<file path="src/hdl/msx_slot_pkg.sv">
package msx_slot_pkg;

   // physical memory address width
   localparam int MEM_AW = 27;

   // layout table is slot x subslot x page
   localparam int LAYOUT_ENTRIES = 64;
   localparam int REGION_ENTRIES = 16;

   // secondary slot select register
   localparam logic [15:0] EXPANDER_ADDR = 16'hFFFF;

   // substituted when nothing maps
   localparam logic [MEM_AW-1:0] UNMAPPED_ADDR = 27'h000DEAD;

   typedef enum logic [2:0] {
      mapper_unused,
      mapper_none,
      mapper_ram,
      mapper_linear,
      mapper_offset,
      mapper_mfrsd3
   } mapper_t;

   // one z80 bus cycle, dout is cpu to memory
   typedef struct packed {
      logic [15:0] addr;
      logic [7:0]  dout;
      logic        wr;
      logic        rd;
      logic        mreq;
      logic        iorq;
      logic        m1;
   } cpu_bus_t;

   // one layout entry per 16 kB page
   typedef struct packed {
      logic [3:0] ref_ram;
      logic [1:0] offset_ram;
      logic       cart_num;
      mapper_t    mapper;
   } block_t;

   // size counted in 16 kB units
   typedef struct packed {
      logic [MEM_AW-1:0] base;
      logic [15:0]       size;
      logic              ro;
   } ram_region_t;

   typedef struct packed {
      logic [MEM_AW-1:0] addr;
      logic [7:0]        din;
      logic              rnw;
      logic              sdram_ce;
      logic              bram_ce;
   } mem_req_t;

endpackage
</file>
<file path="src/hdl/msx_slots.sv">
`timescale 1ns/1ps

module msx_slots (
   input  logic                      clk,
   input  logic                      reset,
   input  msx_slot_pkg::cpu_bus_t    cpu,
   input  logic [1:0]                active_slot,
   input  logic [3:0]                expander_en,
   input  msx_slot_pkg::block_t      slot_layout [msx_slot_pkg::LAYOUT_ENTRIES],
   input  msx_slot_pkg::ram_region_t regions [msx_slot_pkg::REGION_ENTRIES],
   input  logic [1:0]                sdram_size,
   input  logic [7:0]                ram_dout,
   output logic [7:0]                cpu_din,
   output msx_slot_pkg::mem_req_t    mem
);

   // expander to decoder
   logic [3:0][7:0] subslot_regs;
   logic            expander_hit;
   logic [7:0]      expander_dout;

   // decoder to mappers
   logic            mfrsd3_cs;
   logic [7:0]      ram_size;

   // mappers back to decoder
   logic [21:0]     ram_offset;
   logic [7:0]      mapper_dout;
   logic            mapper_req;
   logic [19:0]     bank_addr;
   logic            unmapped;

   slot_expander slot_expander_inst (
      .clk           (clk),
      .reset         (reset),
      .cpu           (cpu),
      .active_slot   (active_slot),
      .expander_en   (expander_en),
      .subslot_regs  (subslot_regs),
      .expander_hit  (expander_hit),
      .expander_dout (expander_dout)
   );

   ram_mapper ram_mapper_inst (
      .clk         (clk),
      .reset       (reset),
      .cpu         (cpu),
      .ram_size    (ram_size),
      .ram_offset  (ram_offset),
      .mapper_dout (mapper_dout),
      .mapper_req  (mapper_req)
   );

   mfrsd3_mapper mfrsd3_mapper_inst (
      .clk       (clk),
      .reset     (reset),
      .cs        (mfrsd3_cs),
      .cpu       (cpu),
      .bank_addr (bank_addr),
      .unmapped  (unmapped)
   );

   slot_decoder slot_decoder_inst (
      .cpu           (cpu),
      .active_slot   (active_slot),
      .subslot_regs  (subslot_regs),
      .expander_hit  (expander_hit),
      .expander_dout (expander_dout),
      .slot_layout   (slot_layout),
      .regions       (regions),
      .sdram_size    (sdram_size),
      .ram_dout      (ram_dout),
      .ram_offset    (ram_offset),
      .mapper_dout   (mapper_dout),
      .mapper_req    (mapper_req),
      .bank_addr     (bank_addr),
      .unmapped      (unmapped),
      .mfrsd3_cs     (mfrsd3_cs),
      .ram_size      (ram_size),
      .cpu_din       (cpu_din),
      .mem           (mem)
   );

endmodule

</file>
<file path="src/hdl/slot_decoder.sv">
`timescale 1ns/1ps

module slot_decoder (
   input  msx_slot_pkg::cpu_bus_t    cpu,
   input  logic [1:0]                active_slot,
   input  logic [3:0][7:0]           subslot_regs,
   input  logic                      expander_hit,
   input  logic [7:0]                expander_dout,
   input  msx_slot_pkg::block_t      slot_layout [msx_slot_pkg::LAYOUT_ENTRIES],
   input  msx_slot_pkg::ram_region_t regions [msx_slot_pkg::REGION_ENTRIES],
   input  logic [1:0]                sdram_size,
   input  logic [7:0]                ram_dout,
   input  logic [21:0]               ram_offset,
   input  logic [7:0]                mapper_dout,
   input  logic                      mapper_req,
   input  logic [19:0]               bank_addr,
   input  logic                      unmapped,
   output logic                      mfrsd3_cs,
   output logic [7:0]                ram_size,
   output logic [7:0]                cpu_din,
   output msx_slot_pkg::mem_req_t    mem
);

   logic [1:0]                      page;
   logic [1:0]                      subslot;
   logic [5:0]                      layout_idx;
   msx_slot_pkg::block_t            block;
   msx_slot_pkg::ram_region_t       region;
   logic                            is_unused;
   logic [29:0]                     lin_mask;
   logic [15:0]                     offset_page;
   logic [msx_slot_pkg::MEM_AW-1:0] none_addr;
   logic [msx_slot_pkg::MEM_AW-1:0] linear_addr;
   logic [msx_slot_pkg::MEM_AW-1:0] offset_addr;
   logic [msx_slot_pkg::MEM_AW-1:0] mapper_addr;
   logic                            access;

   // 16 kB page of the cpu address
   assign page = cpu.addr[15:14];

   // subslot field of the active slot for this page
   assign subslot = subslot_regs[active_slot][{page, 1'b0} +: 2];

   // slot, subslot, page
   assign layout_idx = {active_slot, subslot, page};
   assign block      = slot_layout[layout_idx];
   assign region     = regions[block.ref_ram];

   assign is_unused = block.mapper == msx_slot_pkg::mapper_unused;

   // mapper side channels
   assign mfrsd3_cs = block.mapper == msx_slot_pkg::mapper_mfrsd3;
   assign ram_size  = region.size[7:0];

   // plain rom or ram, fixed page offset
   assign none_addr = {11'd0, block.offset_ram, cpu.addr[13:0]};

   // region size times 16 kB, minus one
   assign lin_mask    = {region.size, 14'd0} - 30'd1;
   assign linear_addr = {11'd0, cpu.addr} & lin_mask[msx_slot_pkg::MEM_AW-1:0];

   // region starts at page offset_ram of the cpu space
   assign offset_page = {page - block.offset_ram, cpu.addr[13:0]};
   assign offset_addr = {11'd0, offset_page};

   always_comb begin
      if (unmapped) begin
         mapper_addr = msx_slot_pkg::UNMAPPED_ADDR;
      end else begin
         case (block.mapper)
            msx_slot_pkg::mapper_none:   mapper_addr = none_addr;
            msx_slot_pkg::mapper_ram:    mapper_addr = {5'd0, ram_offset};
            msx_slot_pkg::mapper_linear: mapper_addr = linear_addr;
            msx_slot_pkg::mapper_offset: mapper_addr = offset_addr;
            msx_slot_pkg::mapper_mfrsd3: mapper_addr = {7'd0, bank_addr};
            default:                     mapper_addr = msx_slot_pkg::UNMAPPED_ADDR;
         endcase
      end
   end

   // writes to read-only regions are dropped
   assign access = cpu.mreq & (cpu.rd | (cpu.wr & ~region.ro)) & ~is_unused;

   // no sdram fitted means everything sits in block ram
   always_comb begin
      mem.addr     = region.base + mapper_addr;
      mem.din      = cpu.dout;
      mem.rnw      = cpu.rd;
      mem.sdram_ce = access & (sdram_size != 2'd0);
      mem.bram_ce  = access & (sdram_size == 2'd0);
   end

   // read data source, first match wins
   // io mapper ports beat the expander register
   always_comb begin
      if (mapper_req) begin
         cpu_din = mapper_dout;
      end else if (expander_hit & cpu.rd) begin
         cpu_din = expander_dout;
      end else if (is_unused | unmapped) begin
         // open bus
         cpu_din = 8'hFF;
      end else begin
         cpu_din = ram_dout;
      end
   end

endmodule

</file>
<file path="src/hdl/mfrsd3_mapper.sv">
`timescale 1ns/1ps

module mfrsd3_mapper (
   input  logic                   clk,
   input  logic                   reset,
   input  logic                   cs,
   input  msx_slot_pkg::cpu_bus_t cpu,
   output logic [19:0]            bank_addr,
   output logic                   unmapped
);

   // four 8 kB bank registers
   logic [3:0][7:0] banks;

   logic       bank_wr;
   logic [2:0] range_8k;
   logic [1:0] bank_sel;
   logic       in_window;

   // 8 kB range number of the cpu address
   assign range_8k = cpu.addr[15:13];

   // bank registers decode over 6000-7fff
   // addr 12:11 picks the register
   assign bank_wr = cs & cpu.mreq & cpu.wr & (range_8k == 3'd3);

   always_ff @(posedge clk or posedge reset) begin
      if (reset) begin
         banks[0] <= 8'd0;
         banks[1] <= 8'd0;
         banks[2] <= 8'd1;
         banks[3] <= 8'd0;
      end else begin
         if (bank_wr) begin
            banks[cpu.addr[12:11]] <= cpu.dout;
         end
      end
   end

   // 4000 -> bank 0 up to a000 -> bank 3
   assign bank_sel = range_8k[1:0] - 2'd2;

   // top bit of the bank register is not an address bit
   assign bank_addr = {banks[bank_sel][6:0], cpu.addr[12:0]};

   // rom window is pages 1 and 2 only
   assign in_window = (cpu.addr[15:14] == 2'b01) | (cpu.addr[15:14] == 2'b10);
   assign unmapped  = cs & ~in_window;

endmodule

</file>
<file path="src/hdl/ram_mapper.sv">
`timescale 1ns/1ps

module ram_mapper (
   input  logic                   clk,
   input  logic                   reset,
   input  msx_slot_pkg::cpu_bus_t cpu,
   input  logic [7:0]             ram_size,
   output logic [21:0]            ram_offset,
   output logic [7:0]             mapper_dout,
   output logic                   mapper_req
);

   // one segment register per 16 kB cpu page
   logic [3:0][7:0] pages;

   logic       io_cycle;
   logic       port_hit;
   logic [1:0] port_sel;
   logic [1:0] cur_page;
   logic [7:0] seg_mask;
   logic [7:0] segment;

   // io cycle without interrupt acknowledge
   assign io_cycle = cpu.iorq & ~cpu.m1;

   // ports fc to ff, low two bits pick the page
   assign port_hit = io_cycle & (cpu.addr[7:2] == 6'b111111);
   assign port_sel = cpu.addr[1:0];

   // power-on layout mirrors the bios default
   // page 0 on segment 3 down to page 3 on segment 0
   always_ff @(posedge clk or posedge reset) begin
      if (reset) begin
         pages[0] <= 8'd3;
         pages[1] <= 8'd2;
         pages[2] <= 8'd1;
         pages[3] <= 8'd0;
      end else begin
         if (port_hit & cpu.wr) begin
            pages[port_sel] <= cpu.dout;
         end
      end
   end

   // read back of the addressed port
   assign mapper_req  = port_hit & cpu.rd;
   assign mapper_dout = pages[port_sel];

   // segment of the page being accessed
   assign cur_page = cpu.addr[15:14];

   // ram_size is a power of two
   // size minus one folds segments beyond the installed ram
   assign seg_mask = ram_size - 8'd1;
   assign segment  = pages[cur_page] & seg_mask;

   // segment times 16 kB plus offset inside the page
   assign ram_offset = {segment, cpu.addr[13:0]};

endmodule

</file>
<file path="src/hdl/slot_expander.sv">
`timescale 1ns/1ps

module slot_expander (
   input  logic                   clk,
   input  logic                   reset,
   input  msx_slot_pkg::cpu_bus_t cpu,
   input  logic [1:0]             active_slot,
   input  logic [3:0]             expander_en,
   output logic [3:0][7:0]        subslot_regs,
   output logic                   expander_hit,
   output logic [7:0]             expander_dout
);

   logic addr_match;
   logic slot_expanded;
   logic reg_wr;

   // register lives at the top byte of the address space
   assign addr_match = cpu.addr == msx_slot_pkg::EXPANDER_ADDR;

   // only expanded primary slots answer at ffff
   assign slot_expanded = expander_en[active_slot];

   // memory cycle only, io at ffff is not ours
   assign expander_hit = addr_match & cpu.mreq & slot_expanded;

   assign reg_wr = expander_hit & cpu.wr;

   // one select byte per primary slot
   // two bits per page, page 0 in bits 1:0
   always_ff @(posedge clk or posedge reset) begin
      if (reset) begin
         subslot_regs <= '0;
      end else begin
         if (reg_wr) begin
            subslot_regs[active_slot] <= cpu.dout;
         end
      end
   end

   // msx reads the select register back inverted
   // software uses this to detect an expander
   assign expander_dout = ~subslot_regs[active_slot];

endmodule

</file>
<file path="config.mk">
export PLATFORM = sky130hd
export DESIGN_NAME = msx_slots
export DESIGN_NICKNAME = d
export VERILOG_FILES = /design/src/hdl/msx_slot_pkg.sv /design/src/hdl/msx_slots.sv /design/src/hdl/slot_decoder.sv /design/src/hdl/mfrsd3_mapper.sv /design/src/hdl/ram_mapper.sv /design/src/hdl/slot_expander.sv
export SDC_FILE = /design/constraint.sdc
export NUM_CORES = 1
export LEC_CHECK = 0
export BUFFER_PORTS_ARGS = -buffer_cell sky130_fd_sc_hd__buf_2
export CAP_MARGIN = 30
export CELL_PAD_IN_SITES_DETAIL_PLACEMENT = 2
export CELL_PAD_IN_SITES_GLOBAL_PLACEMENT = 2
export CORE_AREA = 8 8 548 550
export CTS_CLUSTER_DIAMETER = 120
export DETAILED_ROUTE_END_ITERATION = 8
export DIE_AREA = 0 0 556 558
export GPL_TIMING_DRIVEN = 1
export PLACE_DENSITY_LB_ADDON = 0.08
export SYNTH_ARGS = -nofsm -noshare
export SYNTH_HDL_FRONTEND = slang
export SYNTH_HIERARCHICAL = 1
export SYNTH_SLANG_ARGS = --single-unit
</file>
<file path="constraint.sdc">
create_clock -name clk -period 14.9 [get_ports clk]
set_input_delay 2.98 -clock clk [delete_from_list [all_inputs] [get_ports clk]]
set_output_delay 2.98 -clock clk [all_outputs]
set_load 0.005 [all_outputs]
</file>
==> results.py <==
metrics = {
    "synthesis": {
        "synthFlopType": "dfrtp_1",
        "async_flop_share": 1.00,
        "netlist.area_leader.share": 0.201,
        "avgSynthCellArea_um2": 9.88,
        "syn-num-nets": 3196,
        "synth_seq_cells": 92,
        "synth_seq_area_share": 0.131,
        "synth_top_area_cell": "mux4_2",
        "ys.warnings.count": 6,
        "synth_area_leaders": "mux4_2 20%, mux2i_1 15%, dfrtp_1 12%",
        "synth_cells": 1780,
        "synth_edf_count": 0,
        "ys_types": 92,
        "synth_area_um2": 17600,
    },
    "clocking": {
        "clock_latency_ns": 0.37,
        "cts_tree": "yes",
        "cts_max_path_buffers": 2,
        "cts_root_buffer": "clkbuf_16",
        "ctsHoldBuffers": 0,
        "clk_pin_slew_ns": 0.08,
        "cts_sinks": 92,
        "htreeDepth": 3,
        "cts_buffers": 9,
    },
    "placement": {
        "io_buffers": 1244,
        "pre_cts_slack_ns": -0.169,
        "hpwl_um": 199000,
        "gp_congestion": 0.791,
    },
    "die": {
        "start_util": 0.0602,
        "coreArea_um2": 292000,
        "die_h_um": 558,
        "rows": 199,
        "dieArea_um2": 310000,
        "ios": 1437,
        "die_w_um": 556,
    },
    "route": {
        "wirelength_um": 219000,
        "vias_per_cell": 3.11,
        "final_antenna_net_count": 0,
        "drtPass1Iterations": 9,
        "wl_per_cell_um": 31.2,
        "vias": 21800,
        "route.detailed.drc": 0,
        "drt_iter0_drc": 833,
    },
    "pwr": {
        "comb_power_share": 0.802,
        "power_density_nw_per_um2": 84.4,
        "power_leakage_nw": 12.7,
        "power_switching_share": 0.537,
        "clkPwrFrac": 0.094,
        "intPower_mw": 1.15,
        "seqPwrFrac": 0.104,
        "switching_power_mw": 1.34,
        "ir_drop_mv": 0.0498,
    },
    "grt": {
        "grt_max_degree": 67,
        "grt_pass1_vias": 24400,
        "grt_use_total": 0.134,
        "grt.overflow.total": 0,
        "grt_pass1_wl_um": 274000,
        "antenna_found_initial": 250,
    },
    "timing": {
        "setup_slack_ns": 0.515,
        "finalCritPeriodShare": 0.965,
        "hold_viol_final": 0,
        "rsz0062_at_grt": "false",
        "fmax_mhz": 69.5,
        "setup_violations": 0,
        "relSlewSlack": 0.389,
        "finalSetupTns_ns": 0,
        "skew_ns": 0.00953,
        "tightest_slew_ns": 0.916,
        "slew_violations": 0,
        "period_needed_ns": 14.38,
    },
    "finish": {
        "nNetsFinal": 4409,
        "drive_above_1_share": 0.586,
        "area_growth_pct": 67.7,
        "fill_cells": 34400,
        "fin_util": 0.101,
    },
    "min_path": {
        "hp-class": "reg -> reg",
    },
    "worst_setup_path": {
        "path_class": "in -> out",
        "cp.arrival_ns": 11.40,
        "critPathBufInv": 5,
        "crit_path_top_delay_cell": "mux4_2",
        "crit_path_max_fanout": 29,
        "critPathCaptureType": "primary output",
        "cp.required_ns": 11.92,
        "critPathMaxStageDelay_ns": 0.67,
        "crit_family": "compound AO/OA/AOI/OAI gates",
        "cp-start-kind": "input port",
    },
    "outcome": {
        "status": "complete, no violations",
    },
    "flow_run": {
        "max_cap_viol_count": 0,
    },
}
## layout make-up
| cell class | instances | area (um2) | area share |
|---|---|---|---|
| Antenna cell | 90 | 225 | 0.00763 |
| Clock buffer | 11 | 243 | 0.00823 |
| Inverter | 23 | 86.3 | 0.00293 |
| Multi-Input combinational cell | 1464 | 14100 | 0.478 |
| Tap cell | 3919 | 4900 | 0.166 |
| Clock inverter | 5 | 37.5 | 0.00127 |
| Timing Repair Buffer | 1403 | 7600 | 0.258 |
| Sequential cell | 92 | 2310 | 0.0782 |
## placed cells by master, fill, tap and decap left out, types with 24 or more instances in the layout
cell type	synthesis	layout
nand2_1	112	112
a21oi_1	67	67
buf_2	71	1241
ha_1	24	24
mux2_2	116	116
buf_4	49	147
nand3_1	43	43
dfrtp_1	87	87
nor2_1	43	40
nor2b_1	98	98
a211o_1	31	31
diode_2	0	90
mux4_2	157	157
mux2i_1	265	265
a31oi_1	31	31
a211oi_1	155	152
o211ai_1	36	36
## logic make-up (layout without fill, tap and decap cells)
| logic type | Yosys count | after routing | share of synthesized area |
|---|---|---|---|
| buffers and inverters | 224 | 1442 | 0.0705 |
| other | 0 | 90 | 0 |
| XOR/XNOR | 29 | 29 | 0.0144 |
| multiplexers | 570 | 570 | 0.457 |
| adder cells (fa/ha/maj) | 25 | 25 | 0.0182 |
| AND/OR/NAND/NOR | 390 | 390 | 0.124 |
| AO/OA/AOI/OAI | 450 | 450 | 0.185 |
| flip-flops | 92 | 92 | 0.131 |
## worst register-to-register path: cells and delay by family, from the launching register on
| family | cells | cell delay (ns) |
|---|---|---|
| AO/OA/AOI/OAI | 2 | 0.49 |
| multiplexers | 5 | 2.32 |
| buffers and inverters | 3 | 1.06 |
| flip-flops | 1 | 0.37 |
| AND/OR/NAND/NOR | 4 | 1.48 |
## power groups by stage
stage | combinational [mW] | sequential, mW | clock, mW
4_1_cts | 2.14 | 0.258 | 0.251
2_1_floorplan | 0.936 | 0.262 | 0
3_3_place_gp | 2.13 | 0.263 | 0
6_report | 2.00 | 0.258 | 0.235
5_1_grt | 2.21 | 0.259 | 0.259
3_5_place_dp | 2.13 | 0.263 | 0
## through the flow
stage	power (mW)	cell area [um2]	hold slack, ns	std cells
final	2.49	29500	0.488	7007
after global routing	2.73	29300	0.501	6942
after CTS	2.65	29300	0.487	6917
after detailed placement	2.39	29000	0.471	6898
after global placement	2.40	28900	0.463	6896
after floorplan	1.20	17600	0.449	1780
## worst paths after layout
kind / end / from / cells past startpoint / slack (ns)
max in group asynchronous: ram_mapper_inst/pages[0]$_DFFE_PP1P_ / reset / 3 / 11.57
worst max-delay path: mem[35] / active_slot[1] / 31 / 0.52
worst min register to register: mfrsd3_mapper_inst/banks[9]$_DFFE_PP0P_ / mfrsd3_mapper_inst/banks[9]$_DFFE_PP0P_ / 1 / 0.49
worst min-delay path: mfrsd3_mapper_inst/banks[9]$_DFFE_PP0P_ / mfrsd3_mapper_inst/banks[9]$_DFFE_PP0P_ / 1 / 0.49
min in group asynchronous: ram_mapper_inst/pages[25]$_DFFE_PP0P_ / reset / 2 / 2.64
worst max register to register: mfrsd3_mapper_inst/banks[13]$_DFFE_PP0P_ / slot_expander_inst/subslot_regs[11]$_DFFE_PP0P_ / 14 / 9.06
## registers in the layout, indices dropped and copies added, names as in the netlist
name	cells
slot_expander_inst/subslot_regs	32
ram_mapper_inst/pages	32
mfrsd3_mapper_inst/banks	28
## cell usage after synthesis, drive strengths merged, types with 9 or more instances
cell type and instances:
ha 24, inv 22, dfrtp 87, xor2 12, nor2 46, a21oi 67
a22oi 12, xnor2 17, nor3 18, o22ai 12, a211oi 155, nor2b 99
nand4 9, nand3 46, a21o 12, o211ai 36, clkbuf 54, mux2i 266
nand2 114, mux4 164, mux2 140, and3 9, a222oi 14, o21ai 33
buf 147, a31oi 32, a211o 31
## routing by layer
| layer | wire [um] | global-route usage |
|---|---|---|
| met1 | 79600 | 0.138 |
| met2 | 118000 | 0.267 |
| met3 | 17100 | 0.0482 |
| met4 | 3360 | 0.0102 |
| met5 | 1010 | 0 |
## what timing repair did
item                                    in CTS  in global routing
setup buffers                                3                  0
pin swaps                                    1                  1
endpoints found under the setup margin       4                  6
endpoints found under the hold margin        0                  0
resized for setup                            1                  1
No activity file was read; power rests on OpenSTA's default activity.
